--- config.mk ---
export PLATFORM = sky130hd
export DESIGN_NAME = lisp_core
export DESIGN_NICKNAME = d
export VERILOG_FILES = /design/src/lisp_pkg.sv /design/src/lisp_core.sv /design/src/stack_control.sv /design/src/stack_datapath.sv /design/src/stack_alu.sv
export VERILOG_INCLUDE_DIRS = /design/src
export SDC_FILE = /design/constraint.sdc
export NUM_CORES = 1
export LEC_CHECK = 0
export BUFFER_PORTS_ARGS = -buffer_cell sky130_fd_sc_hd__buf_2
export CAP_MARGIN = 0
export CORE_AREA = 2 2 118 206
export DETAILED_ROUTE_END_ITERATION = 10
export DIE_AREA = 0 0 120 208
export GPL_TIMING_DRIVEN = 1
export RECOVER_POWER = 50
export SYNTH_ARGS = -nofsm -noshare
export SYNTH_HDL_FRONTEND = slang
export SYNTH_HIERARCHICAL = 1
export SYNTH_SLANG_ARGS = --single-unit
--- constraint.sdc ---
create_clock -name clk -period 5.97 [get_ports clk]
set_input_delay 0.597 -clock clk [delete_from_list [all_inputs] [get_ports clk]]
set_output_delay 0.597 -clock clk [all_outputs]
set_load 0.02 [all_outputs]
--- src/lisp_settings.svh ---
`ifndef LISP_SETTINGS_SVH
`define LISP_SETTINGS_SVH

// Tag field sits above the value field
`define LISP_VALUE_W 16
`define LISP_TAG_W 3

// Instruction and data addresses share one width
`define LISP_ADDR_W 16

// Opcode sits above a parameter as wide as a value
`define LISP_OPCODE_W 5

// Data memory depth in words
`define LISP_DATA_MEM_SIZE 8192

// Stack starts a few words below the top of data memory
`define LISP_SP_RESET_GAP 8

`endif
--- src/lisp_pkg.sv ---
`default_nettype none

`include "lisp_settings.svh"

package lisp_pkg;

	typedef logic [`LISP_VALUE_W-1:0] value_t;
	typedef logic [`LISP_TAG_W-1:0] tag_t;
	typedef logic [`LISP_TAG_W+`LISP_VALUE_W-1:0] word_t;
	typedef logic [`LISP_ADDR_W-1:0] addr_t;
	typedef logic [`LISP_OPCODE_W+`LISP_VALUE_W-1:0] instr_t;

	// Encodings follow the existing toolchain; unlisted codes run as NOP
	typedef enum logic [`LISP_OPCODE_W-1:0] {
		OP_NOP = 5'd0,
		OP_POP = 5'd3,
		OP_LOAD = 5'd4,
		OP_STORE = 5'd5,
		OP_ADD = 5'd6,
		OP_SUB = 5'd7,
		OP_REST = 5'd8,
		OP_GTR = 5'd9,
		OP_GTE = 5'd10,
		OP_EQ = 5'd11,
		OP_NEQ = 5'd12,
		OP_DUP = 5'd13,
		OP_GETTAG = 5'd14,
		OP_AND = 5'd16,
		OP_OR = 5'd17,
		OP_XOR = 5'd18,
		OP_LSHIFT = 5'd19,
		OP_RSHIFT = 5'd20,
		OP_PUSH = 5'd25,
		OP_GOTO = 5'd26,
		OP_BFALSE = 5'd27
	} opcode_t;

	typedef enum logic [2:0] {
		STATE_FETCH,
		STATE_DECODE,
		STATE_GOT_NOS,
		STATE_GOT_STORE_VALUE,
		STATE_PUSH_MEM_RESULT,
		STATE_BFALSE2
	} state_t;

	// Datapath mux selects
	typedef enum logic [1:0] {SP_CURRENT, SP_DECREMENT, SP_INCREMENT} sp_sel_t;

	typedef enum logic [2:0] {TOS_CURRENT, TOS_TAG, TOS_PARAM, TOS_ALU, TOS_MEM} tos_sel_t;

	typedef enum logic [1:0] {IP_CURRENT, IP_NEXT, IP_BRANCH} ip_sel_t;

	typedef enum logic [1:0] {MA_SP, MA_TOS, MA_ALU} ma_sel_t;

	typedef enum logic {MW_TOS, MW_MEM} mw_sel_t;

	typedef enum logic {OP0_TOS, OP0_SP} op0_sel_t;

	typedef enum logic {OP1_MEM, OP1_ONE} op1_sel_t;

endpackage

`default_nettype wire

--- src/lisp_core.sv ---
`default_nettype none

module lisp_core (
	input wire clk,
	input wire rst_n,
	input wire lisp_pkg::instr_t instr_mem_read_value,
	input wire lisp_pkg::word_t data_mem_read_value,
	output lisp_pkg::addr_t instr_mem_address,
	output lisp_pkg::addr_t data_mem_address,
	output lisp_pkg::word_t data_mem_write_value,
	output logic data_mem_write_enable
);

	lisp_pkg::opcode_t opcode;
	logic tos_zero;
	lisp_pkg::sp_sel_t sp_sel;
	lisp_pkg::tos_sel_t tos_sel;
	lisp_pkg::ip_sel_t ip_sel;
	lisp_pkg::ma_sel_t ma_sel;
	lisp_pkg::mw_sel_t mw_sel;
	lisp_pkg::op0_sel_t op0_sel;
	lisp_pkg::op1_sel_t op1_sel;
	lisp_pkg::opcode_t alu_op;

	stack_control control_i (
		.clk(clk),
		.rst_n(rst_n),
		.opcode(opcode),
		.tos_zero(tos_zero),
		.sp_sel(sp_sel),
		.tos_sel(tos_sel),
		.ip_sel(ip_sel),
		.ma_sel(ma_sel),
		.mw_sel(mw_sel),
		.op0_sel(op0_sel),
		.op1_sel(op1_sel),
		.alu_op(alu_op),
		.data_mem_write_enable(data_mem_write_enable)
	);

	stack_datapath datapath_i (
		.clk(clk),
		.rst_n(rst_n),
		.instr_mem_read_value(instr_mem_read_value),
		.data_mem_read_value(data_mem_read_value),
		.sp_sel(sp_sel),
		.tos_sel(tos_sel),
		.ip_sel(ip_sel),
		.ma_sel(ma_sel),
		.mw_sel(mw_sel),
		.op0_sel(op0_sel),
		.op1_sel(op1_sel),
		.alu_op(alu_op),
		.opcode(opcode),
		.tos_zero(tos_zero),
		.instr_mem_address(instr_mem_address),
		.data_mem_address(data_mem_address),
		.data_mem_write_value(data_mem_write_value)
	);

endmodule

`default_nettype wire

--- src/stack_control.sv ---
`default_nettype none

module stack_control (
	input wire clk,
	input wire rst_n,
	input wire lisp_pkg::opcode_t opcode,
	input wire tos_zero,
	output lisp_pkg::sp_sel_t sp_sel,
	output lisp_pkg::tos_sel_t tos_sel,
	output lisp_pkg::ip_sel_t ip_sel,
	output lisp_pkg::ma_sel_t ma_sel,
	output lisp_pkg::mw_sel_t mw_sel,
	output lisp_pkg::op0_sel_t op0_sel,
	output lisp_pkg::op1_sel_t op1_sel,
	output lisp_pkg::opcode_t alu_op,
	output logic data_mem_write_enable
);

	lisp_pkg::state_t state;
	lisp_pkg::state_t state_next;

	always_comb
	begin
		state_next = state;
		sp_sel = lisp_pkg::SP_CURRENT;
		tos_sel = lisp_pkg::TOS_CURRENT;
		ip_sel = lisp_pkg::IP_CURRENT;
		ma_sel = lisp_pkg::MA_SP;
		mw_sel = lisp_pkg::MW_TOS;
		op0_sel = lisp_pkg::OP0_TOS;
		op1_sel = lisp_pkg::OP1_MEM;
		alu_op = opcode;
		data_mem_write_enable = 1'b0;

		case (state)
			// First address goes out right after reset
			lisp_pkg::STATE_FETCH:
			begin
				ip_sel = lisp_pkg::IP_NEXT;
				state_next = lisp_pkg::STATE_DECODE;
			end

			lisp_pkg::STATE_DECODE:
			begin
				case (opcode)
					lisp_pkg::OP_POP:
					begin
						ma_sel = lisp_pkg::MA_SP;
						sp_sel = lisp_pkg::SP_INCREMENT;
						state_next = lisp_pkg::STATE_PUSH_MEM_RESULT;
					end

					// TOS holds the address and is replaced by the data
					lisp_pkg::OP_LOAD:
					begin
						ma_sel = lisp_pkg::MA_TOS;
						state_next = lisp_pkg::STATE_PUSH_MEM_RESULT;
					end

					lisp_pkg::OP_REST:
					begin
						ma_sel = lisp_pkg::MA_ALU;
						op0_sel = lisp_pkg::OP0_TOS;
						op1_sel = lisp_pkg::OP1_ONE;
						alu_op = lisp_pkg::OP_ADD;
						state_next = lisp_pkg::STATE_PUSH_MEM_RESULT;
					end

					// Read the value to store from next-on-stack
					lisp_pkg::OP_STORE:
					begin
						ma_sel = lisp_pkg::MA_SP;
						state_next = lisp_pkg::STATE_GOT_STORE_VALUE;
					end

					lisp_pkg::OP_ADD,
					lisp_pkg::OP_SUB,
					lisp_pkg::OP_GTR,
					lisp_pkg::OP_GTE,
					lisp_pkg::OP_EQ,
					lisp_pkg::OP_NEQ,
					lisp_pkg::OP_AND,
					lisp_pkg::OP_OR,
					lisp_pkg::OP_XOR,
					lisp_pkg::OP_LSHIFT,
					lisp_pkg::OP_RSHIFT:
					begin
						ma_sel = lisp_pkg::MA_SP;
						state_next = lisp_pkg::STATE_GOT_NOS;
					end

					lisp_pkg::OP_GETTAG:
					begin
						tos_sel = lisp_pkg::TOS_TAG;
						ip_sel = lisp_pkg::IP_NEXT;
					end

					// Spill TOS to sp - 1, then load the immediate
					lisp_pkg::OP_PUSH:
					begin
						sp_sel = lisp_pkg::SP_DECREMENT;
						ma_sel = lisp_pkg::MA_ALU;
						op0_sel = lisp_pkg::OP0_SP;
						op1_sel = lisp_pkg::OP1_ONE;
						alu_op = lisp_pkg::OP_SUB;
						mw_sel = lisp_pkg::MW_TOS;
						data_mem_write_enable = 1'b1;
						tos_sel = lisp_pkg::TOS_PARAM;
						ip_sel = lisp_pkg::IP_NEXT;
					end

					// Same spill as PUSH, TOS left as is
					lisp_pkg::OP_DUP:
					begin
						sp_sel = lisp_pkg::SP_DECREMENT;
						ma_sel = lisp_pkg::MA_ALU;
						op0_sel = lisp_pkg::OP0_SP;
						op1_sel = lisp_pkg::OP1_ONE;
						alu_op = lisp_pkg::OP_SUB;
						mw_sel = lisp_pkg::MW_TOS;
						data_mem_write_enable = 1'b1;
						ip_sel = lisp_pkg::IP_NEXT;
					end

					lisp_pkg::OP_GOTO:
					begin
						ip_sel = lisp_pkg::IP_BRANCH;
					end

					// Branch now, refill TOS from the stack next cycle
					lisp_pkg::OP_BFALSE:
					begin
						ip_sel = tos_zero ? lisp_pkg::IP_BRANCH : lisp_pkg::IP_NEXT;
						sp_sel = lisp_pkg::SP_INCREMENT;
						ma_sel = lisp_pkg::MA_SP;
						state_next = lisp_pkg::STATE_BFALSE2;
					end

					default:
					begin
						ip_sel = lisp_pkg::IP_NEXT;
					end
				endcase
			end

			// NOS is on the read port; combine it with TOS
			lisp_pkg::STATE_GOT_NOS:
			begin
				op0_sel = lisp_pkg::OP0_TOS;
				op1_sel = lisp_pkg::OP1_MEM;
				alu_op = opcode;
				tos_sel = lisp_pkg::TOS_ALU;
				sp_sel = lisp_pkg::SP_INCREMENT;
				ip_sel = lisp_pkg::IP_NEXT;
				state_next = lisp_pkg::STATE_DECODE;
			end

			// Stored value also stays on TOS
			lisp_pkg::STATE_GOT_STORE_VALUE:
			begin
				data_mem_write_enable = 1'b1;
				ma_sel = lisp_pkg::MA_TOS;
				mw_sel = lisp_pkg::MW_MEM;
				tos_sel = lisp_pkg::TOS_MEM;
				sp_sel = lisp_pkg::SP_INCREMENT;
				ip_sel = lisp_pkg::IP_NEXT;
				state_next = lisp_pkg::STATE_DECODE;
			end

			lisp_pkg::STATE_PUSH_MEM_RESULT:
			begin
				tos_sel = lisp_pkg::TOS_MEM;
				ip_sel = lisp_pkg::IP_NEXT;
				state_next = lisp_pkg::STATE_DECODE;
			end

			// IP was already chosen in the first cycle
			lisp_pkg::STATE_BFALSE2:
			begin
				tos_sel = lisp_pkg::TOS_MEM;
				state_next = lisp_pkg::STATE_DECODE;
			end

			default:
			begin
				state_next = lisp_pkg::STATE_FETCH;
			end
		endcase
	end

	always_ff @(posedge clk or negedge rst_n)
	begin
		if (!rst_n)
			state <= lisp_pkg::STATE_FETCH;
		else
			state <= state_next;
	end

endmodule

`default_nettype wire

--- src/stack_datapath.sv ---
`default_nettype none

`include "lisp_settings.svh"

module stack_datapath (
	input wire clk,
	input wire rst_n,
	input wire lisp_pkg::instr_t instr_mem_read_value,
	input wire lisp_pkg::word_t data_mem_read_value,
	input wire lisp_pkg::sp_sel_t sp_sel,
	input wire lisp_pkg::tos_sel_t tos_sel,
	input wire lisp_pkg::ip_sel_t ip_sel,
	input wire lisp_pkg::ma_sel_t ma_sel,
	input wire lisp_pkg::mw_sel_t mw_sel,
	input wire lisp_pkg::op0_sel_t op0_sel,
	input wire lisp_pkg::op1_sel_t op1_sel,
	input wire lisp_pkg::opcode_t alu_op,
	output lisp_pkg::opcode_t opcode,
	output logic tos_zero,
	output lisp_pkg::addr_t instr_mem_address,
	output lisp_pkg::addr_t data_mem_address,
	output lisp_pkg::word_t data_mem_write_value
);

	localparam lisp_pkg::addr_t SP_RESET =
		lisp_pkg::addr_t'(`LISP_DATA_MEM_SIZE - `LISP_SP_RESET_GAP);

	lisp_pkg::word_t top_of_stack;
	lisp_pkg::word_t top_of_stack_next;
	lisp_pkg::addr_t stack_pointer;
	lisp_pkg::addr_t stack_pointer_next;
	lisp_pkg::addr_t instruction_pointer;
	lisp_pkg::addr_t instruction_pointer_next;

	lisp_pkg::value_t param;
	lisp_pkg::tag_t tos_tag;
	lisp_pkg::value_t tos_value;
	lisp_pkg::value_t alu_op0;
	lisp_pkg::value_t alu_op1;
	lisp_pkg::value_t alu_result;

	assign opcode = lisp_pkg::opcode_t'(instr_mem_read_value[`LISP_VALUE_W +: `LISP_OPCODE_W]);
	assign param = instr_mem_read_value[`LISP_VALUE_W-1:0];

	assign tos_tag = top_of_stack[`LISP_VALUE_W +: `LISP_TAG_W];
	assign tos_value = top_of_stack[`LISP_VALUE_W-1:0];
	assign tos_zero = (tos_value == '0);

	always_comb
	begin
		case (op0_sel)
			lisp_pkg::OP0_SP:
				alu_op0 = lisp_pkg::value_t'(stack_pointer);
			default:
				alu_op0 = tos_value;
		endcase
	end

	always_comb
	begin
		case (op1_sel)
			lisp_pkg::OP1_ONE:
				alu_op1 = lisp_pkg::value_t'(1);
			default:
				alu_op1 = data_mem_read_value[`LISP_VALUE_W-1:0];
		endcase
	end

	stack_alu alu_i (
		.alu_op(alu_op),
		.op0(alu_op0),
		.op1(alu_op1),
		.result(alu_result)
	);

	always_comb
	begin
		case (sp_sel)
			lisp_pkg::SP_DECREMENT:
				stack_pointer_next = stack_pointer - 1'b1;
			lisp_pkg::SP_INCREMENT:
				stack_pointer_next = stack_pointer + 1'b1;
			default:
				stack_pointer_next = stack_pointer;
		endcase
	end

	// ALU results keep the tag already on TOS
	always_comb
	begin
		case (tos_sel)
			lisp_pkg::TOS_TAG:
				top_of_stack_next = {lisp_pkg::tag_t'(0), lisp_pkg::value_t'(tos_tag)};
			lisp_pkg::TOS_PARAM:
				top_of_stack_next = {lisp_pkg::tag_t'(0), param};
			lisp_pkg::TOS_ALU:
				top_of_stack_next = {tos_tag, alu_result};
			lisp_pkg::TOS_MEM:
				top_of_stack_next = data_mem_read_value;
			default:
				top_of_stack_next = top_of_stack;
		endcase
	end

	// Next IP also addresses the instruction memory
	always_comb
	begin
		case (ip_sel)
			lisp_pkg::IP_NEXT:
				instruction_pointer_next = instruction_pointer + 1'b1;
			lisp_pkg::IP_BRANCH:
				instruction_pointer_next = lisp_pkg::addr_t'(param);
			default:
				instruction_pointer_next = instruction_pointer;
		endcase
	end

	assign instr_mem_address = instruction_pointer_next;

	always_comb
	begin
		case (ma_sel)
			lisp_pkg::MA_TOS:
				data_mem_address = lisp_pkg::addr_t'(tos_value);
			lisp_pkg::MA_ALU:
				data_mem_address = lisp_pkg::addr_t'(alu_result);
			default:
				data_mem_address = stack_pointer;
		endcase
	end

	assign data_mem_write_value = (mw_sel == lisp_pkg::MW_MEM) ? data_mem_read_value : top_of_stack;

	// IP starts at all ones so the fetch cycle lands on address 0
	always_ff @(posedge clk or negedge rst_n)
	begin
		if (!rst_n)
		begin
			top_of_stack <= '0;
			stack_pointer <= SP_RESET;
			instruction_pointer <= '1;
		end
		else
		begin
			top_of_stack <= top_of_stack_next;
			stack_pointer <= stack_pointer_next;
			instruction_pointer <= instruction_pointer_next;
		end
	end

endmodule

`default_nettype wire

--- src/stack_alu.sv ---
`default_nettype none

`include "lisp_settings.svh"

module stack_alu (
	input wire lisp_pkg::opcode_t alu_op,
	input wire lisp_pkg::value_t op0,
	input wire lisp_pkg::value_t op1,
	output lisp_pkg::value_t result
);

	lisp_pkg::value_t diff;
	logic zero;
	logic negative;

	// All comparisons come from the one subtractor
	assign diff = op0 - op1;
	assign zero = (diff == '0);
	assign negative = diff[`LISP_VALUE_W-1];

	always_comb
	begin
		case (alu_op)
			lisp_pkg::OP_ADD:
				result = op0 + op1;
			lisp_pkg::OP_SUB:
				result = diff;
			lisp_pkg::OP_GTR:
				result = lisp_pkg::value_t'(!negative && !zero);
			lisp_pkg::OP_GTE:
				result = lisp_pkg::value_t'(!negative);
			lisp_pkg::OP_EQ:
				result = lisp_pkg::value_t'(zero);
			lisp_pkg::OP_NEQ:
				result = lisp_pkg::value_t'(!zero);
			lisp_pkg::OP_AND:
				result = op0 & op1;
			lisp_pkg::OP_OR:
				result = op0 | op1;
			lisp_pkg::OP_XOR:
				result = op0 ^ op1;
			// Whole op1 is the shift amount, so 16 and up clears the result
			lisp_pkg::OP_LSHIFT:
				result = op0 << op1;
			lisp_pkg::OP_RSHIFT:
				result = op0 >> op1;
			default:
				result = '0;
		endcase
	end

endmodule

`default_nettype wire

==> run_results.csv, run 1 <==
group,metric,value,unit
worst_setup_path,cp_max_fo,5,
sta,relSlewSlack,-1.23,
yosys,synth-main-ff-cell,"dfrtp_1",
clock_tree,numCtsBuffers,5,
floorplanning,start_util,0.394,
clock_tree,clk_latency,330,ps
yosys,ys_ff_latch,54,
floorplanning,io_pins,94,
placed_design,dp_hpwl,29700,um
run,maxCapViolations,1,
yosys,ys_warn_count,6,
pwr,powerDensity,482,mW/mm2
sta,fin_skew,9.63,ps
worst_setup_path,cp-startpoint,"control_i/state[1]",
worst_setup_path,arrival,5160,ps
sta,setup_ws,213,ps
outcome,status,"finished with violations",
drt,wirelength,37500,um
yosys,synth_area_leaders,"ha_1 (9.3%), dfrtp_1 (7.6%), dfstp_2 (7.5%), o21ai_0 (6.8%), mux2_2 (6.1%)",
clock_tree,cts_tree,"yes",
clock_tree,clk_pin_slew,90,ps
final_layout,drive_gt1_frac,0.232,
sta,finalCritPeriodShare,0.964,
global_routing,grt_pass1_wl,56900,um
clock_tree,ctsHoldBuffers,0,
yosys,syn-num-nets,1364,
final_layout,area_growth,12.5,%
sta,report.final.hold_viol_count,0,
worst_setup_path,critPathLaunchType,"flop",
yosys,yosysSeqAreaShare,0.151,
global_routing,track_usage,0.293,
yosys,synth_area_per_cell,7.32,um2
drt,via_per_inst,6.28,
yosys,synth_commonest_cells,"nand2_1 (136), o21ai_0 (125), nor2_1 (104)",
clock_tree,cts_root_buf,"clkbuf_16",
worst_setup_path,rrSetupSlack,850,ps
sta,finalSetupViolCount,0,
worst_setup_path,r2r_end,"datapath_i/top_of_stack[0]",
pwr,p_total,4.97,mW
sta,timing.fmax,174,MHz
clock_tree,cts.sinks,54,
yosys,synth_area,0.00916,mm2
clock_tree,htree_levels,2,
floorplanning,core,0.0232,mm2
final_layout,fill_cells,2412,
yosys,yosysMostFrequentCell,"nand2_1",
pwr,ir_worst_vdd,247,uV
drt,drc,0,
floorplanning,row_count,74,
pwr,leakage,4.24,nW
worst_setup_path,reg2regPathDepth,22,
yosys,async_flop_share,1.00,
drt,wl_per_cell,23.1,um
floorplanning,die_w,120,um
yosys,synth_top_area_share,0.0929,
sta,setup-tns-final,0,ps
final_layout,nNetsFinal,1431,
global_routing,grt_overflow_total,0,
floorplanning,die_h,208,um
worst_setup_path,critPathKind,"flop to primary output",
placed_design,postPlaceCellArea,0.0100,mm2
global_routing,grt_start_max_net_pins,65,
final_layout,stdcell_area,0.0103,mm2
min_path,hold_path_class,"flop to flop",
drt,via_count,10200,
global_routing,grt_antenna_before_repair,0,
outcome,violations,"max-capacitance violations, max-slew violations",
drt,postRouteAntennaNets,0,
drt,first_pass_iters,5,
floorplanning,die_area,0.0250,mm2
yosys,synth_cells,1251,
worst_setup_path,crit_required,5370,ps
worst_setup_path,crit_path_end,"data_mem_address[12]",
yosys,ys_types,96,
sta,rsz0062_at_grt,"no",
sta,worst_pin_slew,3350,ps
min_path,hp-start,"datapath_i/instruction_pointer[12]",
yosys,synth_largest_area_cell,"ha_1",
global_routing,grt_pass1_vias,9996,
final_layout,utilization,0.443,
placed_design,io_buffer_count,93,
final_layout,num_antenna_cells,0,
sta,drv_slew,55,
worst_setup_path,critPathCaptureType,"primary output",
placed_design,gp_congestion,1.03,
sta,fin_crit,5760,ps
yosys,synth_edf_count,0,
clock_tree,cts_buffer_depth,2,
worst_setup_path,reg2reg_from,"control_i/state[1]",
placed_design,pre_cts_slack,105,ps
drt,initialDrtViolationCount,800,
==> worst min path at each step <==
stage                                                     to  cells past startpoint  slack (ps)
after global placement    datapath_i/instruction_pointer[12]                      2         490
after CTS                        datapath_i/top_of_stack[11]                      2         450
after floorplan                           control_i/state[0]                      0         300
final                     datapath_i/instruction_pointer[12]                      2         510
after detailed placement   datapath_i/instruction_pointer[0]                      2         510
after global routing      datapath_i/instruction_pointer[12]                      2         540
==> power by group <==
| group | leakage, nW | internal, mW | total, mW | switching (mW) |
|---|---|---|---|---|
| Clock | 0.0759 | 0.161 | 0.340 | 0.179 |
| Combinational | 3.56 | 1.48 | 3.82 | 2.34 |
| Sequential | 0.605 | 0.540 | 0.807 | 0.267 |
==> worst max-delay path, stage by stage, from the launching register on <==
cell	delay (ps)
dfrtp_1	430
and2b_2	280
nand2_1	130
nor4_4	340
or2_4	200
ha_2	210
inv_1	60
fa_1	420
nor2b_4	170
o211ai_2	240
a311oi_2	160
o31ai_4	310
mux2_2	390
o21ai_0	350
buf_4	170
o21ai_0	80
a211o_1	360
a22oi_1	190
o21ai_0	110
buf_2	220
==> placed cells by master, fill, tap and decap left out, types with 20 or more instances in the layout <==
cell type	count
a21oi_1	79
inv_1	68
xnor2_1	22
mux2_2	51
mux2i_1	28
o21ai_0	123
ha_1	66
nor2_1	100
a221oi_1	21
a31oi_1	21
nor2b_1	23
a211oi_1	26
dfrtp_1	27
a22oi_1	20
nand2_1	135
nand3_1	21
nand2b_1	20
buf_4	62
nor3_1	22
buf_2	91
dfstp_2	26
==> what timing repair did <==
action	in CTS	in global routing
gates resized for setup	4	24
setup endpoints to repair	4	9
pin swaps	0	10
buffers inserted	0	5
endpoints found under the hold margin	0	0
==> routing by layer <==
layer  wire length (um)  track usage  vias up  part of all wire
met5                  0            0        -                 0
met4               2670        0.185        0             0.071
met3               1610       0.0277      135             0.043
met2              19500        0.536      392              0.52
met1              13700        0.316     4958              0.37
li1                   -            -     4715                 -
==> sequential cells by signal, summed over array words and instances (netlist names) <==
signal                          cells
datapath_i/top_of_stack            19
datapath_i/instruction_pointer     16
datapath_i/stack_pointer           16
control_i/state                     3
==> stage by stage <==
stage / hold slack, ps / cells
finish: 510 / 1623
CTS: 446 / 1618
floorplan: 301 / 1251
global placement: 488 / 1610
global route: 537 / 1623
detailed placement: 507 / 1610
==> final cells by class <==
| class | count | area, um2 | area share |
|---|---|---|---|
| multi-input combinational | 1025 | 7150 | 0.693 |
| sequential | 54 | 1390 | 0.134 |
| timing repair buffer | 158 | 963 | 0.0935 |
| tap | 304 | 380 | 0.0369 |
| inverter | 74 | 278 | 0.0270 |
| clock buffer | 5 | 125 | 0.0121 |
| clock inverter | 3 | 28.8 | 0.00279 |
==> cell families (layout without fill, tap and decap cells) <==
kind of cell | after synthesis | count (layout) | share of synthesized area
and+or+nand+nor | 408 | 408 | 0.219
AOI/OAI and AO/OA | 431 | 431 | 0.314
adders and majority gates | 71 | 71 | 0.0994
xor gates and xnor gates | 32 | 32 | 0.0314
buffers and inverters | 172 | 240 | 0.0824
DFF | 54 | 54 | 0.151
muxes | 83 | 83 | 0.103
Power figures use the tool's default switching activity.
==> inputs of run 2 (changes only) <==
--- a/config.mk
+++ b/config.mk
@@ -9,6 +9,7 @@
 export BUFFER_PORTS_ARGS = -buffer_cell sky130_fd_sc_hd__buf_2
 export CAP_MARGIN = 0
 export CORE_AREA = 2 2 118 206
+export CTS_BUF_LIST = sky130_fd_sc_hd__clkbuf_4
 export DETAILED_ROUTE_END_ITERATION = 10
 export DIE_AREA = 0 0 120 208
 export GPL_TIMING_DRIVEN = 1
==> run_results.csv, run 2 (synthesis gave the netlist of run 1 again) <==
group,metric,value,unit
placed_design,postPlaceCellArea,0.0100,mm2
clock_tree,numCtsBuffers,5,
floorplanning,die_w,120,um
global_routing,grt_start_max_net_pins,65,
clock_tree,cts_buffer_depth,2,
sta,rsz0062_at_grt,"yes",
pwr,leakage,4.28,nW
final_layout,stdcell_area,0.0105,mm2
sta,drv_slew,55,
floorplanning,core,0.0232,mm2
final_layout,top_regs,"datapath_i/top_of_stack: 19 flops, datapath_i/instruction_pointer: 16 flops, datapath_i/stack_pointer: 16 flops",
global_routing,track_usage,0.293,
final_layout,utilization,0.450,
sta,finalSetupViolCount,0,
placed_design,io_buffer_count,93,
clock_tree,clk_pin_slew,220,ps
global_routing,grt_pass1_vias,10031,
floorplanning,io_pins,94,
worst_setup_path,critPathKind,"flop to primary output",
sta,fin_crit,5810,ps
sta,worst_pin_slew,3360,ps
drt,wirelength,37900,um
floorplanning,die_area,0.0250,mm2
floorplanning,die_h,208,um
outcome,violations,"max-capacitance violations, max-slew violations",
worst_setup_path,critPathCaptureType,"primary output",
drt,drc,0,
run,maxCapViolations,1,
drt,via_count,10325,
sta,report.final.hold_viol_count,0,
final_layout,fill_cells,2406,
sta,relSlewSlack,-1.24,
outcome,status,"finished with violations",
final_layout,nNetsFinal,1441,
final_layout,largest_register,"datapath_i/top_of_stack",
pwr,ir_worst_vdd,234,uV
pwr,p_total,4.99,mW
final_layout,final_common_cell,"nand2_1",
drt,first_pass_iters,5,
floorplanning,row_count,74,
sta,fin_skew,30.4,ps
global_routing,grt_antenna_before_repair,1,
drt,wl_per_cell,23.2,um
sta,finalCritPeriodShare,0.973,
final_layout,area_growth,14.2,%
worst_setup_path,cp_max_fo,7,
drt,via_per_inst,6.32,
clock_tree,cts_tree,"yes",
clock_tree,htree_levels,2,
sta,holdWs,373,ps
final_layout,mostFrequentLayoutCells,"nand2_1 (134), o21ai_0 (119), nor2_1 (99)",
placed_design,gp_congestion,1.03,
min_path,hold_path_class,"input port to flop",
worst_setup_path,crit_required,5370,ps
floorplanning,start_util,0.394,
worst_setup_path,arrival,5210,ps
drt,postRouteAntennaNets,0,
placed_design,dp_hpwl,29700,um
clock_tree,clk_latency,480,ps
global_routing,grt_overflow_total,0,
global_routing,grt_pass1_wl,57000,um
pwr,powerDensity,478,mW/mm2
final_layout,largest_register_ffs,19,
sta,timing.fmax,172,MHz
drt,initialDrtViolationCount,757,
worst_setup_path,critPathLaunchType,"flop",
final_layout,drive_gt1_frac,0.250,
clock_tree,cts.sinks,54,
clock_tree,cts_root_buf,"clkbuf_4",
[run 2: cell types whose count changed in the layout (fill, tap and decap cells not counted), sizes merged]
cell and delta:
diode +1, buf +10
[run 2: per-layer routing]
layer  track usage  part of all wire  up-vias
li1              -                 -     4737
met2         0.540              0.52      438
met3        0.0288             0.047      144
met5             0                 0        -
met4         0.180             0.073        0
met1         0.316              0.36     5006
[run 2: path summary, 6_finish.rpt]
path | from | to | slack [ps] | depth (start not counted)
max | control_i/state[1] | data_mem_address[0] | 160 | 20
min | data_mem_read_value[15] | datapath_i/top_of_stack[15] | 370 | 3
max reg2reg | control_i/state[1] | datapath_i/top_of_stack[0] | 820 | 23
min reg2reg | datapath_i/instruction_pointer[12] | datapath_i/instruction_pointer[12] | 530 | 2
max in group asynchronous | rst_n | datapath_i/top_of_stack[17] | 2770 | 2
min in group asynchronous | rst_n | datapath_i/top_of_stack[12] | 1310 | 2
[run 2: cell type report]
class | count | area, um2 | area share
timing repair buffer | 168 | 1070 | 0.103
inverter | 74 | 278 | 0.0266
multi-input combinational | 1025 | 7280 | 0.696
antenna | 1 | 2.50 | 0.000239
tap | 304 | 380 | 0.0364
clock inverter | 3 | 28.8 | 0.00275
sequential | 54 | 1380 | 0.132
clock buffer | 5 | 37.5 | 0.00359
[run 2: worst max-delay path: stages, from the launching register on]
cell and delay (ps):
dfrtp_1 470, nor4bb_4 340, nand2_2 120, nor2_4 210
buf_12 150, clkbuf_16 150, mux2_4 340, inv_1 90
ha_1 290, nor4_4 320, nand2_1 140, o21ai_4 270
nand2b_4 190, xnor2_1 70, nor4b_2 350, nand3_1 150
xor2_1 170, a211o_1 360, a221oi_2 320, a21oi_2 80
buf_6 180
[run 2: timing repair]
item | CTS | global route
setup buffers | 1 | 13
cloned | 0 | 1
pin swaps | 1 | 22
hold buffers | 0 | 0
resized for setup | 8 | 50
endpoints found under the setup margin | 6 | 8
[run 2: power breakdown]
| part | internal (mW) | total [mW] | switching, mW |
|---|---|---|---|
| sequential | 0.538 | 0.807 | 0.269 |
| combinational | 1.57 | 3.97 | 2.41 |
| clock | 0.0506 | 0.215 | 0.164 |
[run 2: per-stage QoR]
stage | std cells | setup WS, ps | setup TNS (ps)
floorplan | 1251 | 149 | 0
CTS | 1619 | 25.3 | 0
finish | 1634 | 161 | 0
detailed placement | 1610 | 105 | 0
global route | 1634 | -59.4 | -59.4
global placement | 1610 | 150 | 0
==> inputs of run 3 (changes only) <==
--- a/config.mk
+++ b/config.mk
@@ -8,10 +8,10 @@
 export LEC_CHECK = 0
 export BUFFER_PORTS_ARGS = -buffer_cell sky130_fd_sc_hd__buf_2
 export CAP_MARGIN = 0
-export CORE_AREA = 2 2 118 206
+export CORE_AREA = 2 2 155 157
 export CTS_BUF_LIST = sky130_fd_sc_hd__clkbuf_4
 export DETAILED_ROUTE_END_ITERATION = 10
-export DIE_AREA = 0 0 120 208
+export DIE_AREA = 0 0 157 159
 export GPL_TIMING_DRIVEN = 1
 export RECOVER_POWER = 50
 export SYNTH_ARGS = -nofsm -noshare
==> run_results.csv, run 3 (synthesis gave the netlist of run 1 again) <==
group,metric,value,unit
worst_setup_path,arrival,5250,ps
drt,first_pass_iters,6,
sta,finalCritPeriodShare,0.979,
worst_setup_path,critPathCaptureType,"primary output",
clock_tree,cts_root_buf,"clkbuf_4",
sta,fin_skew,17.9,ps
clock_tree,clk_latency,420,ps
sta,holdWs,405,ps
min_path,hold_path_class,"input port to flop",
global_routing,track_usage,0.270,
placed_design,postPlaceCellArea,0.0100,mm2
clock_tree,cts_tree,"yes",
global_routing,grt_antenna_before_repair,3,
final_layout,largest_register_ffs,19,
outcome,violations,"max-capacitance violations, max-slew violations",
worst_setup_path,crit_required,5370,ps
final_layout,largest_register,"datapath_i/top_of_stack",
final_layout,mostFrequentLayoutCells,"nand2_1 (136), o21ai_0 (121), nor2_1 (99)",
final_layout,area_growth,13.2,%
clock_tree,htree_levels,2,
worst_setup_path,cp_cell_sequence,"nor4bb_2 > nand2_1 > nor2_4 > buf_12 > mux2_2 > inv_1 > ha_1 > nor4_2 > nand2_1 > o21ai_2 > o31ai_4 > mux2i_1 > nor4_4 > nand3_1 > xor2_1 > a211o_1 > a221oi_2 > a21oi_2 > buf_4",
floorplanning,start_util,0.395,
clock_tree,numCtsBuffers,5,
clock_tree,clk_pin_slew,170,ps
worst_setup_path,critPathLaunchType,"flop",
worst_setup_path,cp_max_fo,13,
drt,initialDrtViolationCount,1047,
drt,wirelength,34300,um
placed_design,dp_hpwl,26900,um
drt,wl_per_cell,20.8,um
floorplanning,core,0.0232,mm2
drt,drc,0,
floorplanning,io_pins,94,
floorplanning,die_w,157,um
worst_setup_path,cpMostUsedCell,"nand2_1",
placed_design,gp_congestion,0.962,
clock_tree,cts.sinks,54,
global_routing,grt_pass1_vias,9354,
final_layout,top_regs,"datapath_i/top_of_stack: 19 flops, datapath_i/instruction_pointer: 16 flops, datapath_i/stack_pointer: 16 flops",
sta,relSlewSlack,-1.13,
drt,via_per_inst,6.03,
drt,via_count,9958,
run,maxCapViolations,1,
sta,report.final.hold_viol_count,0,
worst_setup_path,worst_path_max_delay_cell,"dfrtp_1",
placed_design,io_buffer_count,93,
pwr,leakage,4.25,nW
worst_setup_path,critPathMaxStageDelay,460,ps
sta,fin_crit,5850,ps
pwr,powerDensity,460,mW/mm2
global_routing,grt_start_max_net_pins,65,
final_layout,final_common_cell,"nand2_1",
final_layout,stdcell_area,0.0104,mm2
sta,timing.fmax,171,MHz
sta,finalSetupViolCount,0,
drt,postRouteAntennaNets,0,
floorplanning,die_h,159,um
floorplanning,row_count,56,
sta,drv_slew,55,
outcome,status,"finished with violations",
clock_tree,cts_buffer_depth,2,
pwr,ir_worst_vdd,258,uV
final_layout,drive_gt1_frac,0.245,
global_routing,grt_pass1_wl,53300,um
final_layout,fill_cells,2429,
sta,worst_pin_slew,3190,ps
floorplanning,die_area,0.0250,mm2
final_layout,nNetsFinal,1442,
global_routing,grt_overflow_total,0,
worst_setup_path,critPathKind,"flop to primary output",
[run 3: cell count changes in the layout (fill, tap and decap cells not counted), moves of 3 or more]
cell	before	now
nor2b_2	4	7
a221oi_2	2	5
buf_4	69	72
clkbuf_1	2	6
a221oi_1	20	17
[run 3: layout make-up]
cell class	instances	area (um2)	share of cell area
multi-input combinational	1025	7180	0.692
sequential	54	1380	0.133
timing repair buffer	169	1030	0.0997
tap	319	399	0.0385
inverter	74	282	0.0271
clock inverter	3	48.8	0.00471
clock buffer	5	37.5	0.00362
antenna	3	7.51	0.000724
[run 3: timing repair]
| item | 4_1_cts | 5_1_grt |
|---|---|---|
| setup buffers | 14 | 4 |
| resized for setup | 5 | 34 |
| endpoints found under the setup margin | 2 | 11 |
| pin swaps | 3 | 12 |
| hold buffers | 0 | 0 |
[run 3: path summary, 6_finish.rpt]
check | end | cells after the start | from | slack [ps]
worst min-delay path | datapath_i/top_of_stack[17] | 2 | data_mem_read_value[17] | 410
worst max-delay path | data_mem_address[0] | 19 | control_i/state[1] | 120
min in group asynchronous | datapath_i/top_of_stack[9] | 2 | rst_n | 1280
worst min register to register | datapath_i/stack_pointer[7] | 2 | datapath_i/stack_pointer[7] | 520
max in group asynchronous | datapath_i/top_of_stack[6] | 2 | rst_n | 2880
worst max register to register | datapath_i/top_of_stack[0] | 21 | control_i/state[1] | 880
[run 3: critical path, delay by kind of cell (launching register included)]
| kind | cells | cell delay (ps) |
|---|---|---|
| AND/OR/NAND/NOR | 7 | 1610 |
| AO/OA/AOI/OAI | 5 | 1150 |
| multiplexers | 2 | 630 |
| buffers and inverters | 3 | 490 |
| flip-flops | 1 | 460 |
| adder cells (fa/ha/maj) | 1 | 340 |
| XOR/XNOR | 1 | 160 |
[run 3: power breakdown]
| group | leakage [nW] | total [mW] | internal, mW | switching (mW) |
|---|---|---|---|---|
| registers | 0.606 | 0.749 | 0.539 | 0.209 |
| clock network | 0.0434 | 0.234 | 0.0909 | 0.143 |
| logic | 3.60 | 3.79 | 1.49 | 2.30 |
[run 3: per-stage QoR]
step / cells / setup slack [ps] / setup TNS (ps) / total power [mW] / util
after CTS: 1645 / 7.36 / 0 / 4.65 / 0.441
final: 1652 / 124 / 0 / 4.77 / 0.447
after floorplan: 1251 / 149 / 0 / 3.36 / -
after global routing: 1651 / -46.4 / -55.4 / 5.16 / 0.447
after global placement: 1623 / 119 / 0 / 4.35 / 0.432
after detailed placement: 1623 / 9.23 / 0 / 4.37 / 0.432
[run 3: layer usage]
layer / part of all wire / track usage / up-vias
li1: - / - / 4732
met1: 0.44 / 0.375 / 4772
met2: 0.45 / 0.420 / 387
met3: 0.065 / 0.0427 / 67
met4: 0.038 / 0.0967 / 0
met5: 0 / 0 / -
